`src/include/mm_defs.svh`:
```
`ifndef MM_DEFS_SVH
`define MM_DEFS_SVH

// vector shape
`define MM_LANES 4
`define MM_DATA_W 32

// buffer address widths
`define MM_FEAT_ADDR_W 11
`define MM_WEIGHT_ADDR_W 13
`define MM_BIAS_ADDR_W 9

// job count widths
`define MM_CNT_W 8
`define MM_NODE_W 16

// fixed pipeline latencies in cycles
`define MM_RD_LAT 1
`define MM_MUL_LAT 2

`endif

```
`src/mm_pkg.sv`:
```
`include "mm_defs.svh"

package mm_pkg;

    //////////////////////////////////////////////////////////////////////
    // data words
    //////////////////////////////////////////////////////////////////////

    typedef logic [`MM_DATA_W-1:0] lane_t;

    // one input, output or bias buffer word
    typedef lane_t [`MM_LANES-1:0] vec_t;

    // one weight word whose row j feeds output lane j
    typedef vec_t [`MM_LANES-1:0] blk_t;

    //////////////////////////////////////////////////////////////////////
    // job and control
    //////////////////////////////////////////////////////////////////////

    typedef struct packed {
        logic [`MM_WEIGHT_ADDR_W-1:0] weight_start;
        logic [`MM_FEAT_ADDR_W-1:0]   input_start;
        logic [`MM_FEAT_ADDR_W-1:0]   output_start;
        logic [`MM_BIAS_ADDR_W-1:0]   bias_start;
        logic [`MM_CNT_W-1:0]         ci_count;
        logic [`MM_CNT_W-1:0]         co_count;
        logic [`MM_NODE_W-1:0]        node_count;
        logic                         bias_en;
        logic                         relu_en;
    } mm_cfg_t;

    // travels with every read through the datapath
    typedef struct packed {
        logic valid;
        logic first_ci;
        logic last_ci;
        // last block of the job
        logic final_blk;
    } mm_tag_t;

    typedef enum logic [1:0] {
        IDLE,
        RUN,
        DRAIN
    } ctrl_state_e;

endpackage

```
`src/mm_loop_ctrl.sv`:
```
`timescale 1ns/1ps
`include "mm_defs.svh"

module mm_loop_ctrl (
    input  logic                         clk,
    input  logic                         rstn,
    input  logic                         start,
    input  mm_pkg::mm_cfg_t              cfg,
    output logic [`MM_FEAT_ADDR_W-1:0]   input_addr,
    output logic                         input_addr_valid,
    output logic [`MM_WEIGHT_ADDR_W-1:0] weight_addr,
    output logic                         weight_addr_valid,
    output logic [`MM_BIAS_ADDR_W-1:0]   bias_addr,
    output logic                         bias_addr_valid,
    output mm_pkg::mm_cfg_t              job,
    output mm_pkg::mm_tag_t              rd_tag,
    output logic                         busy
);
    import mm_pkg::*;

    // last read -> result -> done takes this many cycles
    localparam int DRAIN_CYC = `MM_RD_LAT + `MM_MUL_LAT + 1;
    localparam int DRAIN_W   = $clog2(DRAIN_CYC);

    ctrl_state_e                  state;
    logic [DRAIN_W-1:0]           drain_cnt;

    logic [`MM_CNT_W-1:0]         ci;
    logic [`MM_CNT_W-1:0]         co;
    logic [`MM_NODE_W-1:0]        n;
    logic                         ci_last;
    logic                         co_last;
    logic                         n_last;

    // next address to issue
    logic [`MM_FEAT_ADDR_W-1:0]   in_ptr;
    logic [`MM_WEIGHT_ADDR_W-1:0] w_ptr;
    logic [`MM_BIAS_ADDR_W-1:0]   b_ptr;

    logic                         issue;
    logic                         job_load;
    mm_tag_t                      issue_tag;
    mm_tag_t                      tag_q;
    mm_tag_t                      tag_pipe [`MM_RD_LAT];

    assign job_load = (state == IDLE) && start;

    // stop issuing once the final triple is on the address bus
    assign issue = (state == RUN) && !tag_q.final_blk;

    assign ci_last = (ci == job.ci_count - `MM_CNT_W'(1));
    assign co_last = (co == job.co_count - `MM_CNT_W'(1));
    assign n_last  = (n == job.node_count - `MM_NODE_W'(1));

    always_comb begin
        issue_tag.valid     = 1'b1;
        issue_tag.first_ci  = (ci == '0);
        issue_tag.last_ci   = ci_last;
        issue_tag.final_blk = ci_last && co_last && n_last;
    end

    assign busy = (state != IDLE);

    //////////////////////////////////////////////////////////////////////
    // control FSM
    //////////////////////////////////////////////////////////////////////

    always_ff @(posedge clk or negedge rstn) begin
        if (!rstn) begin
            state     <= IDLE;
            drain_cnt <= '0;
        end else begin
            case (state)
                IDLE: begin
                    if (start) begin
                        state <= RUN;
                    end
                end
                RUN: begin
                    if (tag_q.final_blk) begin
                        state     <= DRAIN;
                        drain_cnt <= '0;
                    end
                end
                DRAIN: begin
                    if (drain_cnt == DRAIN_W'(DRAIN_CYC - 1)) begin
                        state <= IDLE;
                    end else begin
                        drain_cnt <= drain_cnt + 1'b1;
                    end
                end
                default: state <= IDLE;
            endcase
        end
    end

    //////////////////////////////////////////////////////////////////////
    // loop counters with ci innermost
    //////////////////////////////////////////////////////////////////////

    always_ff @(posedge clk or negedge rstn) begin
        if (!rstn) begin
            ci <= '0;
            co <= '0;
            n  <= '0;
        end else if (job_load) begin
            ci <= '0;
            co <= '0;
            n  <= '0;
        end else if (issue) begin
            if (!ci_last) begin
                ci <= ci + 1'b1;
            end else begin
                ci <= '0;
                if (!co_last) begin
                    co <= co + 1'b1;
                end else begin
                    co <= '0;
                    n  <= n + 1'b1;
                end
            end
        end
    end

    // job latch and address walk
    always_ff @(posedge clk) begin
        if (job_load) begin
            job    <= cfg;
            in_ptr <= cfg.input_start;
            w_ptr  <= cfg.weight_start;
            b_ptr  <= cfg.bias_start;
        end else if (issue) begin
            if (!ci_last) begin
                in_ptr <= in_ptr + 1'b1;
                w_ptr  <= w_ptr + 1'b1;
            end else if (!co_last) begin
                // same node again for the next output block
                in_ptr <= in_ptr - `MM_FEAT_ADDR_W'(job.ci_count) + 1'b1;
                w_ptr  <= w_ptr + 1'b1;
                b_ptr  <= b_ptr + 1'b1;
            end else begin
                in_ptr <= in_ptr + 1'b1;
                w_ptr  <= job.weight_start;
                b_ptr  <= job.bias_start;
            end
        end
    end

    //////////////////////////////////////////////////////////////////////
    // read issue and tag alignment
    //////////////////////////////////////////////////////////////////////

    always_ff @(posedge clk or negedge rstn) begin
        if (!rstn) begin
            input_addr_valid  <= 1'b0;
            weight_addr_valid <= 1'b0;
            bias_addr_valid   <= 1'b0;
            tag_q             <= '0;
        end else begin
            input_addr_valid  <= issue;
            weight_addr_valid <= issue;
            bias_addr_valid   <= issue && job.bias_en && ci_last;
            tag_q             <= issue ? issue_tag : '0;
        end
    end

    always_ff @(posedge clk) begin
        if (issue) begin
            input_addr  <= in_ptr;
            weight_addr <= w_ptr;
            bias_addr   <= b_ptr;
        end
    end

    // tag catches up with the returning buffer data
    always_ff @(posedge clk or negedge rstn) begin
        if (!rstn) begin
            for (int i = 0; i < `MM_RD_LAT; i++) begin
                tag_pipe[i] <= '0;
            end
        end else begin
            tag_pipe[0] <= tag_q;
            for (int i = 1; i < `MM_RD_LAT; i++) begin
                tag_pipe[i] <= tag_pipe[i-1];
            end
        end
    end

    assign rd_tag = tag_pipe[`MM_RD_LAT-1];

    a_addr_in_run: assert property (@(posedge clk) disable iff (!rstn)
        (input_addr_valid || weight_addr_valid || bias_addr_valid) |-> (state == RUN));

endmodule

```
`config.mk`:
```
export PLATFORM = sky130hd
export DESIGN_NAME = mm_loop_ctrl
export DESIGN_NICKNAME = d
export VERILOG_FILES = /design/src/mm_pkg.sv /design/src/mm_loop_ctrl.sv
export VERILOG_INCLUDE_DIRS = /design/src /design/src/include
export SDC_FILE = /design/constraint.sdc
export NUM_CORES = 1
export LEC_CHECK = 0
export ABC_AREA = 1
export BUFFER_PORTS_ARGS = -buffer_cell sky130_fd_sc_hd__buf_2
export CAP_MARGIN = 15
export CELL_PAD_IN_SITES_DETAIL_PLACEMENT = 1
export CELL_PAD_IN_SITES_GLOBAL_PLACEMENT = 1
export CORE_ASPECT_RATIO = 0.7
export CORE_MARGIN = 5
export CORE_UTILIZATION = 42
export CTS_CLUSTER_SIZE = 12
export DETAILED_ROUTE_END_ITERATION = 16
export PLACE_DENSITY = 0.82
export RECOVER_POWER = 50
export SYNTH_ARGS = -nofsm -noshare
export SYNTH_HDL_FRONTEND = slang
export SYNTH_SLANG_ARGS = --single-unit
```
`constraint.sdc`:
```
create_clock -name clk -period 5.63 [get_ports clk]
set_clock_uncertainty 0.05 [all_clocks]
set_input_delay 0.563 -clock clk [delete_from_list [all_inputs] [get_ports clk]]
set_output_delay 0.563 -clock clk [all_outputs]
set_load 0.02 [all_outputs]
```
==> summary.txt <==
CTS tree: built
Compound-Gate Fraction of Synth Area: 0.02606
Row count: 46
DIE AREA: 26,530 sq um
Post-Synthesis Cells: 1,052
Clock tree buffer depth: 2
XOR/XNOR Fraction of Synth Area: 0.07677
Reg2reg start: state[1]
Setup TNS: 0 ns
Drt via density: 5.064
Sequential share of the synthesized area: 0.5564
Clock Pin Slew Worst Setup and Hold Paths: 0.07 ns
Gr ovfl total: 0
Post-Syn Area per Cell: 9.311 sq um
CP endpoint kind: flop
Slew margin rel.: -0.6966
Cts hold-fix bufs: 0
Max Fanout on Critical Path: 65
Diodes inserted: 0
# DRC: 0
DP HPWL: 20,700 um
Period utilization: 0.6842
Synth area leaders: edfxtp_1 (44%), dfrtp_1 (11%), nand2_1 (11%)
Synth cell count leaders: nand2_1 (287), edfxtp_1 (144), nand3_1 (124), inv_1 (113), nor2_1 (94)
DP Area: 11,110 sq um
Nets: 1,361
CP startpoint kind: flop
Slowest cell delay on critical path: 1.41 ns
Clk Latency, worst-skew pair: 0.45 ns
Postcts setup bufs: 0
CP top delay family: buffers and inverters
First-iteration detailed-routing DRC count: 404
H-Tree Depth: 4
R2R setup slack: 1.78 ns
Fin cells: 1,575
Largest net degree at the start of global routing: 66
Post-synthesis mux area share: 0.001022
Synth Register Bits: 189
CTS Buf Count: 17
Area leader, netlist: edfxtp_1
Violated checks: capacitance limit, slew limit
Gr usage total: 0.2145
Via Count: 7,976
Least-Margin Pin Slew: 2.545 ns
Share of cells above drive strength 1: 0.1156
Die W: 192.5 um
Area growth, synth to finish: 17.96%
Post-Syn Area: 9796 sq um
PD cells: 238.8 nW/um^2
Largest family of logic cells by synthesized area: simple AND/OR/NAND/NOR gates
Max-Cap Viols: 3
F_max: 259.6 MHz
Final wirelength: 28,060 um
Most numerous cell in the Yosys netlist: nand2_1
Warnings from Yosys: 0
Vias in the first global route: 8,430
Max Slew Vio Count: 118
Port Buffers: 199
WP buf/inv: 3
Global-route wire length before repair: 44,480 um
Critical path class: reg2reg
Min Tclk post-route: 3.852 ns
Syn_nets: 1,163
Worst ir drop on vdd: 0.0002309 V
I/O pin count: 200
Synth Area in Simple Gates: 0.2400
Share of the synthesized area in the top cell type: 0.4414
Final setup fails: 0
Initial Util: 0.4298
Post-synth cell types: 38
Core area: 22,790 sq um
Pre-antenna DRT Iters: 5
Synth async-reset ratio: 0.2381
Top FF cell, synth: edfxtp_1
Critical path data arrival time: 4.19 ns
Design area: 11,550 sq um
Post-synth EDFFs: 144
Placer Congestion: 0.8592
Die Span Y: 137.8 um
Antenna violations before repair: 1
Most frequent cell on the critical path: nand2_1
RSZ-0062 raised after global routing: no
CP max stage cell: clkbuf_1
FILL cells: 2,766
Count of final hold-check violations: 0
Crit-path cells: nor2_1 > nand2_1 > clkbuf_1 > inv_4 > buf_4 > nor3b_1 > nand3_1 > nand2_1
Routed Antenna Nets: 0
Pwr Total: 0.002759 W
Synth Area in Adders: 0.03909
Worst endpoint required time: 5.97 ns
Hold Path Origin: cfg[21]
CP startpoint: state[1]
Cell total after placement: 1,543
HP Class: in2reg
CTS sink count: 189
CTS resizes: 0
Root buf cell: clkbuf_16
Pleak: 5.265 nW
Status: complete, but fails checks
Wire per inst: 17.82 um
## power by group
| group | switching, W | internal (W) | total (W) |
|---|---|---|---|
| Combinational | 0.0000187 | 0.0000172 | 0.0000359 |
| Clock | 0.000571 | 0.000660 | 0.00123 |
| Sequential | 0 | 0.00149 | 0.00149 |
## layout make-up
type                    instances  area (sq um)  share of cell area
multi-input cells             714          3759              0.3253
well taps                     312         390.4             0.03378
repair buffers                207         908.4             0.07861
clock inverters                15         165.2             0.01429
clock buffers                  17         425.4             0.03682
flip-flops and latches        189          5450              0.4717
inverters                     121         456.7             0.03952
## cell usage in the layout, fill, tap and decap left out, types with 3 or more instances in the layout
cell type,instances
nand2_1,287
edfxtp_1,144
nand3_1,124
inv_1,112
clkbuf_1,112
nor2_1,93
buf_2,90
xor2_1,57
dfrtp_1,45
o21ai_0,29
ha_1,29
xnor2_1,27
clkbuf_16,17
o21ai_1,13
nand4_1,9
nand3b_1,9
inv_2,8
nor3_1,8
a21oi_1,5
clkinvlp_4,5
buf_4,5
nor3b_1,4
inv_6,3
## sequential cells by signal, indices dropped and copies added, names as in the netlist, 4 cells and up
name         count
b_ptr            9
bias_addr        9
ci               8
co               8
in_ptr          11
input_addr      11
job             78
n               16
rd_tag           4
tag_q            4
w_ptr           13
weight_addr     13
## worst paths after layout
| check | end | cells past startpoint |
|---|---|---|
| worst max-delay path | n[15] | 8 |
| worst min-delay path | job[21] | 1 |
| worst max register to register | n[15] | 8 |
| worst min register to register | rd_tag[2] | 0 |
| max in group asynchronous | n[5] | 2 |
| min in group asynchronous | rd_tag[1] | 2 |
## layer usage
layer	global-route usage	wire, um	vias up
met5	0	7	-
met4	0.05622	309	2
met3	0.04635	1577	23
met2	0.3447	12780	196
met1	0.2974	13390	3918
li1	-	-	3837
## through the flow
| stage | hold WS [ns] | utilization | setup slack [ns] |
|---|---|---|---|
| floorplan | 0.2174 | - | 1.681 |
| global placement | 0.2832 | 0.4875 | 2.567 |
| detailed placement | 0.2901 | 0.4875 | 2.399 |
| CTS | 0.1654 | 0.5135 | 2.367 |
| global route | 0.2127 | 0.5070 | 1.382 |
| finish | 0.2357 | 0.5070 | 1.778 |
## logic make-up (layout without fill, tap and decap cells)
kind of cell,Yosys count,after routing
buffers and inverters,149,360
multiplexers,1,1
flip-flops,189,189
AND/OR/NAND/NOR,548,548
AO/OA/AOI/OAI,50,50
adder cells (fa/ha/maj),30,30
XOR/XNOR,85,85
(Power assumes the default switching activity.)
