File: config.mk
export PLATFORM = sky130hd
export DESIGN_NAME = mm_accumulate
export DESIGN_NICKNAME = d
export VERILOG_FILES = /design/src/mm_pkg.sv /design/src/mm_accumulate.sv
export VERILOG_INCLUDE_DIRS = /design/src /design/src/include
export SDC_FILE = /design/constraint.sdc
export NUM_CORES = 1
export LEC_CHECK = 0
export ABC_CLOCK_PERIOD_IN_PS = 5900
export BUFFER_PORTS_ARGS = -buffer_cell sky130_fd_sc_hd__buf_2
export CORE_MARGIN = 2
export CORE_UTILIZATION = 45
export CTS_CLUSTER_SIZE = 40
export DETAILED_ROUTE_END_ITERATION = 10
export PLACE_DENSITY = 0.69
export SLEW_MARGIN = 20
export SYNTH_ARGS = -nofsm -noshare
export SYNTH_HDL_FRONTEND = slang
export SYNTH_SLANG_ARGS = --single-unit
export TNS_END_PERCENT = 30
File: constraint.sdc
create_clock -name clk -period 5.9 [get_ports clk]
set_clock_uncertainty 0.2 [all_clocks]
set_input_delay 0.295 -clock clk [delete_from_list [all_inputs] [get_ports clk]]
set_output_delay 0.295 -clock clk [all_outputs]
set_load 0.05 [all_outputs]
File: src/include/mm_defs.svh
`ifndef MM_DEFS_SVH
`define MM_DEFS_SVH

// vector shape
`define MM_LANES 4
`define MM_DATA_W 32

// buffer address widths
`define MM_FEAT_ADDR_W 11
`define MM_WEIGHT_ADDR_W 13
`define MM_BIAS_ADDR_W 9

// job count widths
`define MM_CNT_W 8
`define MM_NODE_W 16

// fixed pipeline latencies in cycles
`define MM_RD_LAT 1
`define MM_MUL_LAT 2

`endif

File: src/mm_pkg.sv
`include "mm_defs.svh"

package mm_pkg;

    //////////////////////////////////////////////////////////////////////
    // data words
    //////////////////////////////////////////////////////////////////////

    typedef logic [`MM_DATA_W-1:0] lane_t;

    // one input, output or bias buffer word
    typedef lane_t [`MM_LANES-1:0] vec_t;

    // one weight word whose row j feeds output lane j
    typedef vec_t [`MM_LANES-1:0] blk_t;

    //////////////////////////////////////////////////////////////////////
    // job and control
    //////////////////////////////////////////////////////////////////////

    typedef struct packed {
        logic [`MM_WEIGHT_ADDR_W-1:0] weight_start;
        logic [`MM_FEAT_ADDR_W-1:0]   input_start;
        logic [`MM_FEAT_ADDR_W-1:0]   output_start;
        logic [`MM_BIAS_ADDR_W-1:0]   bias_start;
        logic [`MM_CNT_W-1:0]         ci_count;
        logic [`MM_CNT_W-1:0]         co_count;
        logic [`MM_NODE_W-1:0]        node_count;
        logic                         bias_en;
        logic                         relu_en;
    } mm_cfg_t;

    // travels with every read through the datapath
    typedef struct packed {
        logic valid;
        logic first_ci;
        logic last_ci;
        // last block of the job
        logic final_blk;
    } mm_tag_t;

    typedef enum logic [1:0] {
        IDLE,
        RUN,
        DRAIN
    } ctrl_state_e;

endpackage

File: src/mm_accumulate.sv
`timescale 1ns/1ps
`include "mm_defs.svh"

module mm_accumulate (
    input  logic                       clk,
    input  logic                       rstn,
    input  mm_pkg::vec_t               prod,
    input  mm_pkg::mm_tag_t            prod_tag,
    input  mm_pkg::vec_t               bias_data,
    input  mm_pkg::mm_cfg_t            job,
    input  logic                       busy,
    output mm_pkg::vec_t               output_data,
    output logic [`MM_FEAT_ADDR_W-1:0] output_addr,
    output logic                       output_data_valid,
    output logic                       done
);
    import mm_pkg::*;

    vec_t bias_pipe [`MM_MUL_LAT];
    vec_t acc_q;
    vec_t acc_sum;
    vec_t blk_sum;
    vec_t relu_out;
    logic blk_done;
    logic first_out;
    logic final_q;

    assign blk_done = prod_tag.valid && prod_tag.last_ci;

    //////////////////////////////////////////////////////////////////////
    // bias alignment
    //////////////////////////////////////////////////////////////////////

    // bias word arrives with rd_tag and the product MM_MUL_LAT later
    always_ff @(posedge clk) begin
        bias_pipe[0] <= bias_data;
        for (int i = 1; i < `MM_MUL_LAT; i++) begin
            bias_pipe[i] <= bias_pipe[i-1];
        end
    end

    //////////////////////////////////////////////////////////////////////
    // accumulate, bias, relu
    //////////////////////////////////////////////////////////////////////

    always_comb begin
        for (int i = 0; i < `MM_LANES; i++) begin
            // first ci restarts the sum
            acc_sum[i] = prod_tag.first_ci ? prod[i] : acc_q[i] + prod[i];
            blk_sum[i] = acc_sum[i];
            if (job.bias_en) begin
                blk_sum[i] = acc_sum[i] + bias_pipe[`MM_MUL_LAT-1][i];
            end
            relu_out[i] = blk_sum[i];
            if (job.relu_en && blk_sum[i][`MM_DATA_W-1]) begin
                relu_out[i] = '0;
            end
        end
    end

    always_ff @(posedge clk) begin
        if (prod_tag.valid) begin
            acc_q <= acc_sum;
        end
        if (blk_done) begin
            output_data <= relu_out;
        end
    end

    //////////////////////////////////////////////////////////////////////
    // output addressing and done
    //////////////////////////////////////////////////////////////////////

    // first result of a job goes to output_start
    always_ff @(posedge clk or negedge rstn) begin
        if (!rstn) begin
            first_out <= 1'b1;
        end else if (!busy) begin
            first_out <= 1'b1;
        end else if (blk_done) begin
            first_out <= 1'b0;
        end
    end

    always_ff @(posedge clk) begin
        if (blk_done) begin
            output_addr <= first_out ? job.output_start : output_addr + 1'b1;
        end
    end

    always_ff @(posedge clk or negedge rstn) begin
        if (!rstn) begin
            output_data_valid <= 1'b0;
            final_q           <= 1'b0;
            done              <= 1'b0;
        end else begin
            output_data_valid <= blk_done;
            final_q           <= prod_tag.valid && prod_tag.final_blk;
            // one cycle behind the final output
            done              <= final_q;
        end
    end

    a_valid_done_excl: assert property (@(posedge clk) disable iff (!rstn)
        !(output_data_valid && done));

    // controller still in DRAIN when done is raised
    a_done_in_job: assert property (@(posedge clk) disable iff (!rstn)
        done |-> $past(busy));

endmodule

==> flow_results.org, run 1 <==
** Outcome
- Status :: finished clean

** Floorplan
- Die width :: 258 um
- Number of rows created at floorplan :: 93
- Count of pins on the block boundary :: 482
- The initial utilization of the core area, before any placement, comes to 45.3%.
- Overall die area :: 66800 um^2
- The floorplan step set the die height to 258 um.
- Floorplan Core Area :: 64200 um^2

** Detailed routing
- Wires add up to 88500 um.
- Routed wirelength normalized by instance count :: 18.9 um
- Antenna Nets Post-Route :: 0
- The first detailed-routing pass ran for 8 iterations.
- For this block, the via count after detailed routing is 26000.
- In this run, the number of DRC markers left after iteration 0 of detailed routing was 1998.
- Dividing the detail-routed via count by the number of cells gives 5.56.
- In the routed design, unresolved DRC markers number 0.

** Global route
- Global-route track usage on met1 :: 32.3%
- The first global-routing pass estimated 135000 um of wire.
- Global routing used 25.2% of the available tracks across all layers.
- Number of global-route vias before repair :: 25200
- Most used routing layer in global routing :: met2
- After global routing the overflow that remains totals 0.
- Number of antenna violations at the first check in global routing :: 9
- Pin count of the biggest net entering global routing :: 115
- Global routing consumed, on the met3 layer, 3.63% of the routing resources.
- Global routing consumed, on the met2 layer, 43.1% of the routing resources.

** Worst setup path
- Start-to-end type of the worst setup path :: reg2reg
- Among all stages on the critical path, the largest delay is contributed by sky130_fd_sc_hd__edfxtp_1.
- For the worst setup path, the data required time is 6.01 ns.
- The cell family contributing the most delay on the critical path is compound AO/OA/AOI/OAI gates.
- Arrival time worst endpoint :: 5.96 ns
- The largest single stage delay on the critical path is 0.39 ns.
- Crit. End Element :: register
- STA classifies the critical path startpoint as a register.
- In this run the worst path has a maximum fanout of 7.
- Together, buffers and inverters on the worst path number 4.

** Cells and area
- Fillers :: 5174
- Design area :: 39100 um^2
- Of the cells placed in the final design, the portion with a size suffix greater than 1 is 24.0%.
- Register area :: 13200 um^2
- Leaving out filler cells and counting taps, the final layout contains 4673.
- Footprint of the multi-input gates :: 15900 um^2
- The final layout contains 4374 nets.
- Utilization after layout :: 60.9%
- Relative to the synthesized area, the layout overhead comes to 34.2%.

** STA
- Final period demand of the worst path :: 5.86 ns
- Worst hold margin :: 0.0323 ns
- The count of pins over their slew limit is 0.
- Final-report setup violation count :: 0
- For the pin with the worst max-slew slack, the measured transition is 0.937 ns.
- Derived from the worst setup path, the maximum achievable clock frequency is 171 MHz.
- Setup repair after global routing missed its margin :: true
- The number of hold violations in the final report came to 0.
- In the post-route analysis, the smallest setup slack over all paths is 0.0424 ns.
- In the final timing run, aggregate negative setup slack is 0 ns.
- Dividing the final minimum period by the clock period gives 99.3%.
- Max-slew headroom :: 37.5%

** Yosys
- After synthesis the netlist holds a flip-flop and latch count of 527.
- Flip-flop cell with the highest count after synthesis :: sky130_fd_sc_hd__edfxtp_1
- Leading post-synthesis cells by cell area :: sky130_fd_sc_hd__edfxtp_1 28%, sky130_fd_sc_hd__dfxtp_1 18%, sky130_fd_sc_hd__ha_1 11%, sky130_fd_sc_hd__a21oi_1 4.1%, sky130_fd_sc_hd__o21ai_0 3.8%
- Number of instances in the synthesized netlist :: 2894
- After synthesis the cells add up to 29100 um^2.
- Library cell with the largest summed area after synthesis :: sky130_fd_sc_hd__edfxtp_1
- Counting every net in the synthesized netlist gives 3501.
- Count of flip-flops with a built-in enable after synthesis :: 267
- Warning count from the yosys run :: 0
- The number of different library cells used by synthesis comes to 93.
- Syn_area_per_cell :: 10.1 um^2
- Of the synthesized area, sequential elements account for 45.5%.
- For this run, asynchronously set or reset flops after synthesis account for 0.759%.
- Fraction of post-synthesis cell area in the top cell type by area :: 27.5%

** Placed design
- After legalization and detailed placement, the total HPWL measured 60400 um.
- DP Area :: 33500 um^2
- Prior to clock tree synthesis, the placed netlist has a worst setup slack of -0.524 ns.
- Final weighted congestion in routability-driven placement :: 0.895
- During placement, the flow inserted port buffers numbering 416.
- Counting tap cells, the placed design contains a total of 4271 instances.

** Clock tree
- TritonCTS built the clock tree.
- Latest clock arrival within the worst-skew pair :: 0.62 ns
- Clock tree synthesis inserted a total of 56 buffers.
- Number of sinks on the clock net :: 527
- In this run the clock root is driven by a sky130_fd_sc_hd__clkbuf_16.
- Clock-pin slew was measured on the worst setup and hold paths at 0.06 ns.
- CTS HTree Levels :: 2
- No sink is reached through more buffers than the 3 on the longest clock path.

** Power
- Leak pwr :: 17.0 nW
- In this run the power density over the cells is 340 nW/um^2.
- Total power for the finished layout comes to 13.3 mW.
- Worst voltage drop across the vdd grid :: 0.269 mV

** Min path
- In this run the worst hold path is classified as in2reg.

** Run
- Across the run, the number of max-cap violations was 0.
## tightest hold or removal path: stages
cell                      delay [ns]
sky130_fd_sc_hd__buf_2          0.12
sky130_fd_sc_hd__nand2_1        0.06
sky130_fd_sc_hd__o21ai_1        0.15
## cells by family after synthesis
kind of cell,Yosys count,share of synthesized area (%)
AO/OA/AOI/OAI,945,21.2
XOR/XNOR,202,6.07
adder cells (fa/ha/maj),266,11.6
buffers and inverters,168,2.41
flip-flops,527,45.5
multiplexers,41,1.48
AND/OR/NAND/NOR,745,11.7
## what timing repair did
action                     4_1_cts  5_1_grt
gates cloned                     3        1
hold endpoints to repair       295        1
pin swaps                       27       33
buffers inserted                14       21
setup endpoints to repair      128      128
hold buffers                   257        1
gates resized for setup         67      111
## power breakdown
| group | switching, mW | leakage [nW] | internal (mW) |
|---|---|---|---|
| clock | 1.55 | 0.965 | 2.17 |
| combinational | 2.92 | 11.3 | 2.20 |
| sequential | 0.129 | 4.80 | 4.31 |
## synth_stat cells, types with 11 or more instances
library cell	instances
sky130_fd_sc_hd__nand4_1	20
sky130_fd_sc_hd__a31oi_1	28
sky130_fd_sc_hd__and3_1	26
sky130_fd_sc_hd__mux2i_1	25
sky130_fd_sc_hd__or3_1	12
sky130_fd_sc_hd__xnor2_1	113
sky130_fd_sc_hd__nand2_1	272
sky130_fd_sc_hd__a21o_1	119
sky130_fd_sc_hd__nor3_1	39
sky130_fd_sc_hd__nand2b_1	31
sky130_fd_sc_hd__inv_1	77
sky130_fd_sc_hd__o21a_1	27
sky130_fd_sc_hd__o211ai_1	22
sky130_fd_sc_hd__o31ai_1	21
sky130_fd_sc_hd__or2_2	11
sky130_fd_sc_hd__xor2_1	89
sky130_fd_sc_hd__nor2b_1	16
sky130_fd_sc_hd__a221oi_1	22
sky130_fd_sc_hd__nand3_1	56
sky130_fd_sc_hd__dfxtp_1	256
sky130_fd_sc_hd__o21bai_1	46
sky130_fd_sc_hd__mux2_2	16
sky130_fd_sc_hd__edfxtp_1	267
sky130_fd_sc_hd__a211oi_1	86
sky130_fd_sc_hd__a21oi_1	237
sky130_fd_sc_hd__o21ai_0	219
sky130_fd_sc_hd__and2_1	18
sky130_fd_sc_hd__ha_1	258
sky130_fd_sc_hd__clkbuf_1	64
sky130_fd_sc_hd__nor2_1	204
## final cells by class
| cell class | instances | share of cell area [%] |
|---|---|---|
| Multi-Input combinational cell | 2199 | 40.7 |
| Tap cell | 855 | 2.74 |
| Clock inverter | 26 | 0.615 |
| Clock buffer | 78 | 4.38 |
| Inverter | 78 | 0.749 |
| Antenna cell | 5 | 0.0320 |
| Sequential cell | 527 | 33.9 |
| Timing Repair Buffer | 905 | 16.9 |
## cells in the final DEF (no fill, tap or decap), types with 30 or more instances in the layout
cell type and count:
sky130_fd_sc_hd__nor2_1 203, sky130_fd_sc_hd__nor3_1 34, sky130_fd_sc_hd__xnor2_1 111, sky130_fd_sc_hd__a21oi_1 223, sky130_fd_sc_hd__buf_2 413, sky130_fd_sc_hd__dlygate4sd3_1 258, sky130_fd_sc_hd__dfxtp_1 256, sky130_fd_sc_hd__xor2_1 89
sky130_fd_sc_hd__clkbuf_16 63, sky130_fd_sc_hd__a211oi_1 68, sky130_fd_sc_hd__inv_1 76, sky130_fd_sc_hd__o21ai_0 193, sky130_fd_sc_hd__ha_1 247, sky130_fd_sc_hd__edfxtp_1 267, sky130_fd_sc_hd__nand2_1 268, sky130_fd_sc_hd__o21bai_1 45
sky130_fd_sc_hd__buf_4 211, sky130_fd_sc_hd__a21o_1 119, sky130_fd_sc_hd__nand2b_1 30, sky130_fd_sc_hd__nand3_1 55
## path summary, 6_finish.rpt
kind / startpoint / end / slack (ns) / cells past startpoint
setup / recovery: acc_q[97]$_DFFE_PP_ / output_data[103]$_SDFFCE_PP0P_ / 0.04 / 26
hold / removal: prod[115] / acc_q[115]$_DFFE_PP_ / 0.03 / 3
setup reg to reg: acc_q[97]$_DFFE_PP_ / output_data[103]$_SDFFCE_PP0P_ / 0.04 / 26
hold reg to reg: bias_pipe[0][62]$_DFF_P_ / bias_pipe[0][190]$_DFF_P_ / 0.12 / 0
max in group asynchronous: rstn / first_out$_DFFE_PN1P_ / 4.79 / 3
min in group asynchronous: rstn / output_data_valid$_DFF_PN0_ / 0.46 / 3
## sequential cells by signal, summed over array words and instances (netlist names)
signal / count
first_out: 1
done: 1
output_addr: 11
output_data: 128
output_data_valid: 1
acc_q: 128
bias_pipe: 256
final_q: 1
## layer usage
layer  part of all wire [%]  routed length [um]
met1                     42               37400
met2                     48               42400
met3                    6.3                5600
met4                    3.5                3080
met5                  0.052                  46
Power figures use the tool's default switching activity.
==> inputs of run 2 (changes only) <==
--- a/config.mk
+++ b/config.mk
@@ -9,10 +9,10 @@
 export ABC_CLOCK_PERIOD_IN_PS = 5900
 export BUFFER_PORTS_ARGS = -buffer_cell sky130_fd_sc_hd__buf_2
 export CORE_MARGIN = 2
-export CORE_UTILIZATION = 45
+export CORE_UTILIZATION = 50
 export CTS_CLUSTER_SIZE = 40
 export DETAILED_ROUTE_END_ITERATION = 10
-export PLACE_DENSITY = 0.69
+export PLACE_DENSITY = 0.75
 export SLEW_MARGIN = 20
 export SYNTH_ARGS = -nofsm -noshare
 export SYNTH_HDL_FRONTEND = slang
==> flow_results.org, run 2 (synthesized netlist as in run 1, its figures left out) <==
** Outcome
- Status :: finished with violations (was finished clean)
- The checks that failed: negative setup slack.

** Min path
- The class of the tightest hold or removal check is in2reg (unchanged).
- The terminating pin of the worst hold path is acc_q[105]$_DFFE_PP_ (was acc_q[115]$_DFFE_PP_).
- Min-Delay Path Depth :: 4 (was 3)
- Source of the worst hold timing path :: prod[105] (was prod[115])

** Clock tree
- Clock-pin slew on the worst setup and hold paths :: 0.07 ns (was 0.06 ns)
- The buffer type at the clock tree root was sky130_fd_sc_hd__clkbuf_16 (unchanged).
- The depth of the CTS H-tree was 2 (unchanged).
- Inserted Clock Buffers :: 56 (unchanged)
- The later-pin clock latency in the skew report came to 0.63 ns (was 0.62 ns).
- The maximum root-to-sink buffer count was 3 (unchanged).
- CTS tree :: done (unchanged)
- The total clock sinks was 527 (unchanged).

** Floorplan
- Floorplan Core Area :: 57700 um^2 (was 64200 um^2)
- The die span in y is 245 um (was 258 um).
- Die width :: 245 um (was 258 um)
- The starting utilization of the core area was 50.5% (was 45.3%).
- Number of rows created at floorplan :: 88 (was 93)
- The die footprint was 60200 um^2 (was 66800 um^2).
- The number of top-level design ports came to 482 (unchanged).

** Worst setup path
- The depth of the most critical reg-to-reg path was 27 (was 26).
- The terminus of the critical flop-to-flop path is output_data[23]$_SDFFCE_PP0P_ (was output_data[103]$_SDFFCE_PP0P_).
- The type of the worst setup path was reg2reg (unchanged).
- Crit start category :: register (unchanged)
- Arrival time worst endpoint :: 6.23 ns (was 5.96 ns)
- Source of the worst register-to-register timing path :: acc_q[0]$_DFFE_PP_ (was acc_q[97]$_DFFE_PP_)
- The required time at the endpoint of the critical path is 6.01 ns (about the same).
- Max Fanout on Critical Path :: 7 (unchanged)
- The startpoint of the most critical setup path is acc_q[0]$_DFFE_PP_ (was acc_q[97]$_DFFE_PP_).
- Crit. End Element :: register (unchanged)
- Minimum setup slack among reg-to-reg paths :: -0.21 ns (was 0.04 ns)

** Power
- Power per cell area :: 343 nW/um^2 (was 340 nW/um^2)
- Leak pwr :: 17.3 nW (was 17.0 nW)
- The peak supply drop came to 0.270 mV (was 0.269 mV).
- The overall power after layout was 13.5 mW (was 13.3 mW).

** STA
- The peak clock frequency supported by timing came to 164 MHz (was 171 MHz).
- The count of pins over their slew limit was 0 (unchanged).
- The number of hold violations in the final report came to 0 (unchanged).
- Setup repair after global routing missed its margin: true (unchanged).
- Slack of the critical path :: -0.215 ns (was 0.0424 ns)
- Final TNS setup :: -6.85 ns (was 0 ns)
- The tightest hold margin was 0.0201 ns (was 0.0323 ns).
- The minimum clock period after layout is 6.11 ns (was 5.86 ns).
- The headroom to the max-slew limit came to 18.5% (was 37.5%).
- Final-report setup violation count :: 92 (was 0)
- The transition at the pin with the smallest max-transition slack came to 1.22 ns (was 0.937 ns).
- Period Utilization, post-route :: 104% (was 99.3%)

** Placed design
- # placed instances :: 4214 (was 4271)
- The placed cell area is 33600 um^2 (was 33500 um^2).
- The detailed-placement wirelength estimate was 59700 um (was 60400 um).
- Final weighted congestion in routability-driven placement :: 0.968 (was 0.895)
- The count of port buffers added during placement came to 416 (unchanged).
- The setup slack at placement came to -0.481 ns (was -0.524 ns).

** Cells and area
- The footprint of the flip-flops and latches is 13200 um^2 (unchanged).
- Fillers :: 4152 (was 5174)
- The most frequent standard cell in the layout excluding fill and tap cells was sky130_fd_sc_hd__buf_2 (unchanged).
- Registers with the most flip-flops :: bias_pipe x256, acc_q x128, output_data x128 (unchanged)
- Utilization after layout :: 68.4% (was 60.9%)
- The register containing the most flip-flops in the final layout is bias_pipe (unchanged).
- Flip-flop count of the largest register, all copies and words added :: 256 (unchanged)
- The final standard cell count with taps included and fillers excluded came to 4631 (was 4673).
- Leading cell types in the layout, fill and taps excluded :: 413 x sky130_fd_sc_hd__buf_2, 271 x sky130_fd_sc_hd__nand2_1, 267 x sky130_fd_sc_hd__edfxtp_1 (was 413 x sky130_fd_sc_hd__buf_2, 268 x sky130_fd_sc_hd__nand2_1, 267 x sky130_fd_sc_hd__edfxtp_1)
- Net count of the finished layout :: 4419 (was 4374)
- Design area :: 39400 um^2 (was 39100 um^2)
- Footprint of the multi-input gates :: 15900 um^2 (about the same)
- Share of layout cells above drive strength 1 :: 25.0% (was 24.0%)
- Synthesis-to-layout area growth :: 35.4% (was 34.2%)

** Detailed routing
- Via count :: 26700 (was 26000)
- The number of vias per cell came to 5.77 (was 5.56).
- Number of DRC markers after the initial detailed-route iteration :: 2235 (was 1998)
- Antenna Nets Post-Route :: 0 (unchanged)
- The wire length after detailed routing was 92500 um (was 88500 um).
- Final routed DRC violation total :: 0 (unchanged)
- Routed wirelength normalized by instance count :: 20.0 um (was 18.9 um)
- The number of iterations in the first detailed-routing pass was 5 (was 8).

** Global route
- Overall track demand over capacity in global routing :: 28.5% (was 25.2%)
- Number of antenna violations at the first check in global routing :: 9 (unchanged)
- Pin count of the biggest net entering global routing :: 176 (was 115)
- The global-route wire length before repair came to 135000 um (about the same).
- Total overflow reported by the global router :: 0 (unchanged)
- The via count of the first global-routing pass came to 25500 (was 25200).

** Run
- Number of max-cap violations :: 0 (unchanged)
## run 2: cell types whose count changed in the layout (fill, tap and decap cells not counted), moves of 5 or more
cell | before | now
sky130_fd_sc_hd__o21ai_0 | 193 | 199
sky130_fd_sc_hd__clkbuf_1 | 6 | 13
sky130_fd_sc_hd__buf_4 | 211 | 251
sky130_fd_sc_hd__o21ai_1 | 17 | 12
sky130_fd_sc_hd__a211oi_1 | 68 | 63
sky130_fd_sc_hd__clkbuf_16 | 63 | 69
## run 2: report_power, final
part | total, mW | switching (mW) | internal, mW
logic | 5.38 | 3.04 | 2.34
clock network | 3.71 | 1.54 | 2.17
registers | 4.44 | 0.133 | 4.31
total | 13.5 | 4.72 | 8.81
## run 2: layer usage
layer / part of all wire [%] / track usage, %
met1: 40 / 36.3
met2: 47 / 47.5
met3: 7.8 / 5.27
met4: 4.4 / 12.1
met5: 0.074 / 0
## run 2: worst max-delay path by stage
stage          cells past startpoint                        endpoint  slack [ns]
3_5_place_dp                      29  output_data[112]$_SDFFCE_PP0P_       -0.48
3_3_place_gp                      29  output_data[109]$_SDFFCE_PP0P_       -0.39
2_1_floorplan                     27  output_data[101]$_SDFFCE_PP0P_       -0.02
5_1_grt                           27    output_data[6]$_SDFFCE_PP0P_       -0.43
6_report                          27   output_data[23]$_SDFFCE_PP0P_       -0.21
4_1_cts                           28  output_data[120]$_SDFFCE_PP0P_       -0.07
## run 2: critical path, cell delays in order (launching register included)
cell                        delay [ns]
sky130_fd_sc_hd__edfxtp_1         0.36
sky130_fd_sc_hd__ha_2             0.19
sky130_fd_sc_hd__fa_2             0.34
sky130_fd_sc_hd__a21o_1           0.21
sky130_fd_sc_hd__a211oi_2         0.27
sky130_fd_sc_hd__o21ai_2          0.11
sky130_fd_sc_hd__nand4_1          0.20
sky130_fd_sc_hd__a31oi_4          0.12
sky130_fd_sc_hd__buf_4            0.17
sky130_fd_sc_hd__a21o_1           0.16
sky130_fd_sc_hd__a21oi_1          0.17
sky130_fd_sc_hd__xor2_1           0.16
sky130_fd_sc_hd__o21ai_1          0.13
sky130_fd_sc_hd__ha_1             0.37
sky130_fd_sc_hd__nand2_1          0.09
sky130_fd_sc_hd__nor4_2           0.28
sky130_fd_sc_hd__buf_4            0.18
sky130_fd_sc_hd__and3_4           0.18
sky130_fd_sc_hd__a311o_1          0.12
sky130_fd_sc_hd__o21ai_2          0.09
sky130_fd_sc_hd__o211a_1          0.26
sky130_fd_sc_hd__o211a_1          0.22
sky130_fd_sc_hd__a211o_1          0.31
sky130_fd_sc_hd__and3_4           0.21
sky130_fd_sc_hd__nor3_4           0.29
sky130_fd_sc_hd__buf_4            0.20
sky130_fd_sc_hd__clkbuf_16        0.16
sky130_fd_sc_hd__a211oi_1         0.04
## run 2: cell type report
cell class	instances	area share, %
antenna	7	0.0444
clock buffer	88	4.60
clock inverter	17	0.390
inverter	78	0.742
multi-input combinational	2199	40.4
sequential	527	33.6
tap	765	2.43
timing repair buffer	950	17.8
## run 2: timing repair
action / in CTS / in global routing
buffers inserted: 20 / 26
cloned: 4 / 4
gates resized for setup: 68 / 110
pin swaps: 40 / 69
hold endpoints to repair: 269 / 3
hold buffers: 253 / 3
setup endpoints to repair: 128 / 128
